**src/logic/t04_pkg.sv**
```systemverilog
// ~~~~~~~~~~~~~~~~~~~~~~~~~~~~~~~~~~~~~~~~~~~~~~~~~~
// Shared widths, MMIO address map and state enums
// for the keypad, display and Wishbone MMIO tile
// ~~~~~~~~~~~~~~~~~~~~~~~~~~~~~~~~~~~~~~~~~~~~~~~~~~

package t04_pkg;

    // Bus widths
    typedef logic [31:0] addr_t;
    typedef logic [31:0] data_t;
    // Column * 4 + row
    typedef logic [3:0]  key_code_t;
    typedef logic [7:0]  lcd_byte_t;

    // Address map
    localparam addr_t KEYPAD_ADDR  = 32'h0000_E000;
    localparam addr_t DISPLAY_BASE = 32'h0000_D000;
    // 256-byte display window
    localparam addr_t DISPLAY_MASK = 32'hFFFF_FF00;

    // Event-valid flag in the keypad status word
    localparam int unsigned KEY_VALID_BIT = 8;

    typedef enum logic {WB_IDLE, WB_BUSY} wb_state_t;

    typedef enum logic [1:0] {LCD_IDLE, LCD_SETUP, LCD_STROBE, LCD_HOLD} lcd_state_t;

endpackage

```
**src/logic/t04_ifs.sv**
```systemverilog
// ~~~~~~~~~~~~~~~~~~~~~~~~~~~~~~~~~~~~~~~~~~~~~~~~~~
// Internal request paths from the MMIO decoder:
// Wishbone request interface, display write interface
// ~~~~~~~~~~~~~~~~~~~~~~~~~~~~~~~~~~~~~~~~~~~~~~~~~~
`timescale 1ns/1ps

// MMIO to Wishbone master, req held until done pulses
interface wb_req_if import t04_pkg::*; ();
    addr_t adr;
    data_t wdata;
    logic  we;
    logic  req;
    data_t rdata;
    logic  done;

    modport mmio   (output adr, wdata, we, req, input rdata, done);
    modport master (input adr, wdata, we, req, output rdata, done);
endinterface

// MMIO to screen writer, wen held until ack pulses
interface disp_if import t04_pkg::*; ();
    logic  wen;
    addr_t addr;
    data_t data;
    logic  ack;

    modport mmio   (output wen, addr, data, input ack);
    modport writer (input wen, addr, data, output ack);
endinterface

```
**src/logic/t04_keypad.sv**
```systemverilog
// ~~~~~~~~~~~~~~~~~~~~~~~~~~~~~~~~~~~~~~~~~~~~~~~~~~
// 4x4 keypad scanner: column timer, row sampling,
// press edge detect and the key event register
// ~~~~~~~~~~~~~~~~~~~~~~~~~~~~~~~~~~~~~~~~~~~~~~~~~~
`timescale 1ns/1ps

module t04_keypad
    import t04_pkg::*;
#(
    parameter int unsigned SCAN_DIV = 1000
) (
    input  logic      clk,
    input  logic      rst,
    input  logic [3:0] row,
    input  logic      key_clear,
    output logic [3:0] column,
    output logic      key_event,
    output key_code_t key_code,
    output data_t     key_status
);
    localparam int unsigned CNT_W = (SCAN_DIV > 1) ? $clog2(SCAN_DIV) : 1;

    logic [CNT_W-1:0] div_cnt;
    logic [1:0]       col_idx;
    logic [3:0]       row_meta;
    logic [3:0]       row_sync;
    // One bit per key, row pattern seen on the last scan
    logic [15:0]      prev_keys;
    logic [1:0]       row_idx;
    logic             row_hit;
    logic             win_end;
    logic             press;
    logic             key_valid;
    key_code_t        new_code;

    // Last cycle of the current column window
    assign win_end = (|column) && (div_cnt == CNT_W'(SCAN_DIV - 1));

    // Lowest set row wins
    always_comb begin
        row_idx = 2'd0;
        for (int r = 3; r >= 0; r--) begin
            if (row_sync[r]) begin
                row_idx = 2'(r);
            end
        end
    end

    assign row_hit  = |row_sync;
    assign new_code = {col_idx, row_idx};
    // Rising edge of that key only
    assign press    = win_end && row_hit && !prev_keys[new_code];

    // Column scan, idle low until the first cycle out of reset
    always_ff @(posedge clk or posedge rst) begin
        if (rst) begin
            column  <= 4'b0000;
            col_idx <= 2'd0;
            div_cnt <= '0;
        end else if (column == 4'b0000) begin
            column  <= 4'b0001;
            col_idx <= 2'd0;
            div_cnt <= '0;
        end else if (win_end) begin
            column  <= {column[2:0], column[3]};
            col_idx <= col_idx + 2'd1;
            div_cnt <= '0;
        end else begin
            div_cnt <= div_cnt + 1'b1;
        end
    end

    // Rows come straight from the pads
    always_ff @(posedge clk or posedge rst) begin
        if (rst) begin
            row_meta <= 4'b0000;
            row_sync <= 4'b0000;
        end else begin
            row_meta <= row;
            row_sync <= row_meta;
        end
    end

    // Event register, a new press beats a clear
    always_ff @(posedge clk or posedge rst) begin
        if (rst) begin
            prev_keys <= '0;
            key_valid <= 1'b0;
            key_code  <= '0;
            key_event <= 1'b0;
        end else begin
            key_event <= press;
            if (win_end) begin
                prev_keys[{col_idx, 2'b00} +: 4] <= row_sync;
            end
            if (press) begin
                key_valid <= 1'b1;
                key_code  <= new_code;
            end else if (key_clear) begin
                key_valid <= 1'b0;
                key_code  <= '0;
            end
        end
    end

    // Status word: valid flag plus code in the low nibble
    always_comb begin
        key_status                = '0;
        key_status[KEY_VALID_BIT] = key_valid;
        key_status[3:0]           = key_code;
    end

endmodule

```
**src/logic/t04_mmio.sv**
```systemverilog
// ~~~~~~~~~~~~~~~~~~~~~~~~~~~~~~~~~~~~~~~~~~~~~~~~~~
// MMIO decoder: latches a core access, routes it to
// keypad, display or Wishbone, and returns core_ack
// ~~~~~~~~~~~~~~~~~~~~~~~~~~~~~~~~~~~~~~~~~~~~~~~~~~
`timescale 1ns/1ps

module t04_mmio
    import t04_pkg::*;
(
    input  logic   clk,
    input  logic   rst,
    input  logic   en,
    input  addr_t  core_addr,
    input  data_t  core_wdata,
    input  logic   core_read,
    input  logic   core_write,
    input  data_t  key_status,
    output data_t  core_rdata,
    output logic   core_ack,
    output logic   key_clear,
    wb_req_if.mmio wb,
    disp_if.mmio   disp
);
    typedef enum logic [2:0] {ST_IDLE, ST_KEY, ST_WB, ST_DISP, ST_ACK} mmio_state_t;

    mmio_state_t state;
    addr_t       acc_addr;
    data_t       acc_wdata;
    logic        acc_we;
    logic        wb_req;
    logic        disp_wen;
    logic        start;
    logic        hit_key;
    logic        hit_disp;

    // Core still holds its request during the ack cycle
    assign start    = en && (core_read || core_write) && !core_ack && (state == ST_IDLE);
    assign hit_key  = core_read && (core_addr == KEYPAD_ADDR);
    assign hit_disp = (core_addr & DISPLAY_MASK) == DISPLAY_BASE;

    // Access fields, stable for the whole transfer
    always_ff @(posedge clk) begin
        if (start) begin
            acc_addr  <= core_addr;
            acc_wdata <= core_wdata;
            acc_we    <= core_write;
        end
    end

    always_ff @(posedge clk or posedge rst) begin
        if (rst) begin
            state      <= ST_IDLE;
            wb_req     <= 1'b0;
            disp_wen   <= 1'b0;
            core_ack   <= 1'b0;
            core_rdata <= '0;
        end else begin
            core_ack <= 1'b0;
            case (state)
                ST_IDLE: begin
                    if (start) begin
                        if (hit_key) begin
                            state <= ST_KEY;
                        end else if (hit_disp && core_write) begin
                            state    <= ST_DISP;
                            disp_wen <= 1'b1;
                        end else if (hit_disp) begin
                            // Display is write only
                            state      <= ST_ACK;
                            core_rdata <= '0;
                        end else begin
                            state  <= ST_WB;
                            wb_req <= 1'b1;
                        end
                    end
                end
                // Status sampled here, cleared in the same edge
                ST_KEY: begin
                    core_rdata <= key_status;
                    state      <= ST_ACK;
                end
                ST_ACK: begin
                    core_ack <= 1'b1;
                    state    <= ST_IDLE;
                end
                ST_WB: begin
                    if (wb.done) begin
                        wb_req     <= 1'b0;
                        core_rdata <= acc_we ? '0 : wb.rdata;
                        core_ack   <= 1'b1;
                        state      <= ST_IDLE;
                    end
                end
                ST_DISP: begin
                    if (disp.ack) begin
                        disp_wen   <= 1'b0;
                        core_rdata <= '0;
                        core_ack   <= 1'b1;
                        state      <= ST_IDLE;
                    end
                end
                default: state <= ST_IDLE;
            endcase
        end
    end

    // Read clears the event
    assign key_clear = (state == ST_KEY);

    assign wb.adr    = acc_addr;
    assign wb.wdata  = acc_wdata;
    assign wb.we     = acc_we;
    assign wb.req    = wb_req;
    assign disp.wen  = disp_wen;
    assign disp.addr = acc_addr;
    assign disp.data = acc_wdata;

endmodule

```
**src/logic/t04_wb_master.sv**
```systemverilog
// ~~~~~~~~~~~~~~~~~~~~~~~~~~~~~~~~~~~~~~~~~~~~~~~~~~
// Classic Wishbone single-transfer master
// ~~~~~~~~~~~~~~~~~~~~~~~~~~~~~~~~~~~~~~~~~~~~~~~~~~
`timescale 1ns/1ps

module t04_wb_master
    import t04_pkg::*;
(
    input  logic     clk,
    input  logic     rst,
    input  data_t    dat_i,
    input  logic     ack_i,
    output addr_t    adr_o,
    output data_t    dat_o,
    output logic [3:0] sel_o,
    output logic     we_o,
    output logic     stb_o,
    output logic     cyc_o,
    wb_req_if.master req
);
    wb_state_t state;
    logic      done_q;
    data_t     rdata_q;
    logic      busy;

    assign busy = (state == WB_BUSY);

    // done still high blocks a restart on the old req
    always_ff @(posedge clk or posedge rst) begin
        if (rst) begin
            state  <= WB_IDLE;
            done_q <= 1'b0;
        end else begin
            done_q <= 1'b0;
            case (state)
                WB_IDLE: if (req.req && !done_q) state <= WB_BUSY;
                WB_BUSY: begin
                    if (ack_i) begin
                        state  <= WB_IDLE;
                        done_q <= 1'b1;
                    end
                end
                default: state <= WB_IDLE;
            endcase
        end
    end

    // Read data taken on the ack edge
    always_ff @(posedge clk) begin
        if (busy && ack_i) begin
            rdata_q <= dat_i;
        end
    end

    assign cyc_o     = busy;
    assign stb_o     = busy;
    assign we_o      = busy && req.we;
    // Word access only
    assign sel_o     = busy ? 4'hF : 4'h0;
    assign adr_o     = req.adr;
    assign dat_o     = req.wdata;
    assign req.done  = done_q;
    assign req.rdata = rdata_q;

endmodule

```
**src/logic/t04_screen_writer.sv**
```systemverilog
// ~~~~~~~~~~~~~~~~~~~~~~~~~~~~~~~~~~~~~~~~~~~~~~~~~~
// 8080-style LCD write cycle generator
// ~~~~~~~~~~~~~~~~~~~~~~~~~~~~~~~~~~~~~~~~~~~~~~~~~~
`timescale 1ns/1ps

module t04_screen_writer
    import t04_pkg::*;
#(
    parameter int unsigned WR_LOW_CYCLES = 2
) (
    input  logic      clk,
    input  logic      rst,
    output logic      csx,
    output logic      dcx,
    output logic      wrx,
    output lcd_byte_t screen_data,
    disp_if.writer    disp
);
    localparam int unsigned CNT_W = (WR_LOW_CYCLES > 1) ? $clog2(WR_LOW_CYCLES) : 1;

    lcd_state_t       state;
    logic [CNT_W-1:0] low_cnt;
    logic             ack_q;
    logic             launch;

    // ack still high means wen is the finished request
    assign launch = (state == LCD_IDLE) && disp.wen && !ack_q;

    // SETUP, then wrx low, then one HOLD cycle before ack
    always_ff @(posedge clk or posedge rst) begin
        if (rst) begin
            state   <= LCD_IDLE;
            low_cnt <= '0;
            ack_q   <= 1'b0;
        end else begin
            ack_q <= 1'b0;
            case (state)
                LCD_IDLE: if (launch) state <= LCD_SETUP;
                LCD_SETUP: begin
                    low_cnt <= '0;
                    state   <= LCD_STROBE;
                end
                LCD_STROBE: begin
                    if (low_cnt == CNT_W'(WR_LOW_CYCLES - 1)) begin
                        state <= LCD_HOLD;
                    end else begin
                        low_cnt <= low_cnt + 1'b1;
                    end
                end
                LCD_HOLD: begin
                    state <= LCD_IDLE;
                    ack_q <= 1'b1;
                end
                default: state <= LCD_IDLE;
            endcase
        end
    end

    // Address bit 2 picks command (0) or data (1)
    always_ff @(posedge clk) begin
        if (launch) begin
            dcx         <= disp.addr[2];
            screen_data <= disp.data[7:0];
        end
    end

    assign csx      = (state == LCD_IDLE);
    assign wrx      = (state != LCD_STROBE);
    assign disp.ack = ack_q;

endmodule

```
**src/logic/t04_top.sv**
```systemverilog
// ~~~~~~~~~~~~~~~~~~~~~~~~~~~~~~~~~~~~~~~~~~~~~~~~~~
// MMIO tile top: keypad, decoder, Wishbone master
// and screen writer
// ~~~~~~~~~~~~~~~~~~~~~~~~~~~~~~~~~~~~~~~~~~~~~~~~~~
`timescale 1ns/1ps

module t04_top
    import t04_pkg::*;
#(
    parameter int unsigned SCAN_DIV      = 1000,
    parameter int unsigned WR_LOW_CYCLES = 2
) (
    input  logic       clk,
    input  logic       rst,
    input  logic       en,
    // Core data port
    input  addr_t      core_addr,
    input  data_t      core_wdata,
    input  logic       core_read,
    input  logic       core_write,
    output data_t      core_rdata,
    output logic       core_ack,
    // Keypad
    input  logic [3:0] row,
    output logic [3:0] column,
    // Wishbone
    output addr_t      adr_o,
    output data_t      dat_o,
    output logic [3:0] sel_o,
    output logic       we_o,
    output logic       stb_o,
    output logic       cyc_o,
    input  data_t      dat_i,
    input  logic       ack_i,
    // LCD write bus
    output logic       csx,
    output logic       dcx,
    output logic       wrx,
    output lcd_byte_t  screen_data
);
    data_t key_status;
    logic  key_clear;

    wb_req_if wb_bus ();
    disp_if   disp_bus ();

    // Event strobe and code not used by the decoder
    t04_keypad #(.SCAN_DIV(SCAN_DIV)) keypad (
        .clk(clk), .rst(rst), .row(row), .key_clear(key_clear),
        .column(column), .key_event(), .key_code(), .key_status(key_status)
    );

    t04_mmio mmio (
        .clk(clk), .rst(rst), .en(en),
        .core_addr(core_addr), .core_wdata(core_wdata),
        .core_read(core_read), .core_write(core_write),
        .key_status(key_status), .core_rdata(core_rdata),
        .core_ack(core_ack), .key_clear(key_clear),
        .wb(wb_bus), .disp(disp_bus)
    );

    t04_wb_master wb_master (
        .clk(clk), .rst(rst), .dat_i(dat_i), .ack_i(ack_i),
        .adr_o(adr_o), .dat_o(dat_o), .sel_o(sel_o), .we_o(we_o),
        .stb_o(stb_o), .cyc_o(cyc_o), .req(wb_bus)
    );

    t04_screen_writer #(.WR_LOW_CYCLES(WR_LOW_CYCLES)) screen (
        .clk(clk), .rst(rst), .csx(csx), .dcx(dcx), .wrx(wrx),
        .screen_data(screen_data), .disp(disp_bus)
    );

endmodule

```
**config.mk**
```make
export PLATFORM = sky130hd
export DESIGN_NAME = t04_top
export DESIGN_NICKNAME = d
export VERILOG_FILES = /design/src/logic/t04_pkg.sv /design/src/logic/t04_ifs.sv /design/src/logic/t04_keypad.sv /design/src/logic/t04_mmio.sv /design/src/logic/t04_wb_master.sv /design/src/logic/t04_screen_writer.sv /design/src/logic/t04_top.sv
export SDC_FILE = /design/constraint.sdc
export NUM_CORES = 1
export LEC_CHECK = 0
export ABC_AREA = 1
export BUFFER_PORTS_ARGS = -buffer_cell sky130_fd_sc_hd__buf_2
export CAP_MARGIN = 20
export CORE_ASPECT_RATIO = 0.75
export CORE_MARGIN = 3
export CORE_UTILIZATION = 35
export CTS_BUF_LIST = sky130_fd_sc_hd__clkbuf_8
export DETAILED_ROUTE_END_ITERATION = 8
export GPL_TIMING_DRIVEN = 0
export MAX_ROUTING_LAYER = met4
export PLACE_DENSITY = 0.59
export SYNTH_ARGS = -nofsm -noshare
export SYNTH_HDL_FRONTEND = slang
export SYNTH_HIERARCHICAL = 1
export SYNTH_SLANG_ARGS = --single-unit
```
**constraint.sdc**
```tcl
create_clock -name clk -period 4.1 [get_ports clk]
set_input_delay 0.615 -clock clk [delete_from_list [all_inputs] [get_ports clk]]
set_output_delay 0.615 -clock clk [all_outputs]
set_load 0.01 [all_outputs]
```
==> results.cfg <==
[worst_setup_path]
required_ns = 4.49
crit_family = simple AND/OR/NAND/NOR gates
path_class = register to register
endpoint_kind = register
arrival_ns = 2.55
worstPathCellList = inv_1 > ha_1 > clkbuf_1 > nor3b_1 > nand3_1 > o21ai_0
start_kind = register
cpPeakStageDelay_ns = 0.54
crit_slowest_cell = nor3b_1
worst-path-buf-inv = 2
cp_max_fo = 10

[logic_synthesis]
synthCells = 830
avgSynthCellArea_sq_um = 10.83
yosysWarningCount = 6
syn-cell-area_sq_um = 8989

[global_routing]
track_usage = 0.1523
grtUsageMet2 = 0.2213
grt_pass1_vias = 5993
grt-ovfl-total = 0
met1_usage = 0.2065
grt_pass1_wl_mm = 31.93
antenna_found_initial = 2
grt.busiest_layer = met2
grt_max_degree = 31
use_met3 = 0.04816

[timing]
fin_setup_tns_ns = 0
setup_violations = 0
period_share = 0.5281
min_period_ns = 2.165
fin_skew_ns = 0.01800
timing_hold_violations_final = 0
rsz0062_at_grt = no
worstMarginPinSlew_ns = 0.7017
fmax_mhz = 461.9
max_slew_margin = 0.5286
drv_slew = 0

[final_layout]
stdcell_count = 1459
n_fill_cell = 2417
postLayoutCoreUtil = 0.4449
nets = 1221
syn2layout_area_growth_pct = 24.18
drive_gt1_frac = 0.4075

[floorplan]
initial_core_util = 0.3583
dieArea_sq_um = 27660
die_w_microns = 191.0
std_cell_rows = 50
coreArea_sq_um = 25090
top_level_ports = 225
die_h_microns = 144.8

[drt]
viasPerCell = 4.267
drc = 0
route.final.wire_length_mm = 20.56
postRouteAntennaNets = 0
routedWlPerCell_microns = 14.09
num_vias = 6225
dr.first_iter.drc_count = 342
first_pass_iters = 4

[power]
power.density_nw_per_um2 = 482.6
total_power_w = 0.005387
p_leak_nw = 5.409
max-vdd-ir-drop_uv = 254.2

[cts]
cts_tree = built
cts_buffer_depth = 2
htreeDepth = 4
path_clk_slew_ns = 0.09
clock_latency_ns = 0.48
root_buffer = clkbuf_8
cts_inserted_buffers = 17
cts_num_sinks = 195
cts_setup_buffers = 0

[place]
port_buffers = 224
post-place-cells = 1424
dp_hpwl_mm = 15.40
gp_congestion = 0.8276

[worst_hold_path]
min_path_type = input port to register

[run]
maxCapViolCount = 0

[run_status]
status = finished, final reports clean
what timing repair did:
action / 4_1_cts / 5_1_grt
hold buffers: 1 / 0
resized for setup: 0 / 0
endpoints found under the hold margin: 2 / 0
cell type report:
| type | count | area, sq um | share of cell area |
|---|---|---|---|
| flip-flops and latches | 195 | 5410 | 0.4847 |
| multi-input cells | 404 | 2090 | 0.1872 |
| plain buffers | 184 | 1320 | 0.1183 |
| repair buffers | 231 | 1251 | 0.1121 |
| well taps | 338 | 422.9 | 0.03789 |
| inverters | 73 | 274.0 | 0.02455 |
| clock buffers | 17 | 234.0 | 0.02096 |
| clock inverters | 15 | 155.1 | 0.01390 |
| diodes | 2 | 5.005 | 0.0004484 |
final timing paths:
| check | slack (ns) | startpoint | depth (start not counted) | to |
|---|---|---|---|---|
| worst max-delay path | 1.93 | keypad/col_idx[0] | 6 | keypad/prev_keys[1] |
| worst min-delay path | 0.25 | row[1] | 1 | keypad/row_meta[1] |
| worst max register to register | 1.93 | keypad/col_idx[0] | 6 | keypad/prev_keys[1] |
| worst min register to register | 0.35 | keypad/row_meta[2] | 0 | keypad/row_sync[2] |
| max in group asynchronous | 2.86 | rst | 4 | keypad/prev_keys[6] |
| min in group asynchronous | 0.60 | rst | 3 | wb_master/cyc_o |
cell usage in the layout, fill, tap and decap left out, types with 4 or more instances in the layout:
master    count
nand4_1      14
nand2_1     139
nor3_1        5
inv_1        66
clkbuf_1     10
a32o_1       32
nor2_2        4
a21oi_1       8
inv_2         6
ha_1          9
buf_2       233
edfxtp_1    106
nand3_1      79
nor2_1       41
o21ai_0      25
clkbuf_8     17
dfrtp_1      89
conb_1       27
buf_4       165
where the power goes:
group / switching [W] / leakage, nW / total (W) / internal (W)
combinational: 0.000832 / 3.06 / 0.00152 / 0.000687
sequential: 0.000161 / 2.16 / 0.00261 / 0.00245
clock: 0.000713 / 0.190 / 0.00126 / 0.000547
total: 0.00171 / 5.41 / 0.00539 / 0.00368
worst reg2reg max path, stage by stage (launching register included):
cell and delay, ns:
dfrtp_1 0.52, inv_1 0.22, ha_1 0.33, clkbuf_1 0.24, nor3b_1 0.54, nand3_1 0.15
o21ai_0 0.10
metal layers:
| layer | wire, microns | share of wire |
|---|---|---|
| met5 | 0 | 0 |
| met4 | 225 | 0.011 |
| met3 | 1813 | 0.088 |
| met2 | 8799 | 0.43 |
| met1 | 9722 | 0.47 |
registers in the layout (all words and copies together) (netlist names), 4 cells and up:
register             flops
keypad/column            4
keypad/div_cnt          10
keypad/key_code          4
keypad/prev_keys        16
keypad/row_meta          4
keypad/row_sync          4
mmio/core_rdata         32
mmio/disp.addr          32
mmio/disp.data          32
screen/screen_data       8
wb_master/req.rdata     32
metrics by stage:
stage	hold WS [ns]	setup slack (ns)	area, sq um
2_1_floorplan	0.3312	0.1002	9086
3_3_place_gp	0.3331	-1.514	10630
3_5_place_dp	0.3347	1.657	10760
4_1_cts	0.1993	1.980	11160
5_1_grt	0.1880	1.720	11160
6_report	0.2466	1.935	11160
(Power assumes the default switching activity.)
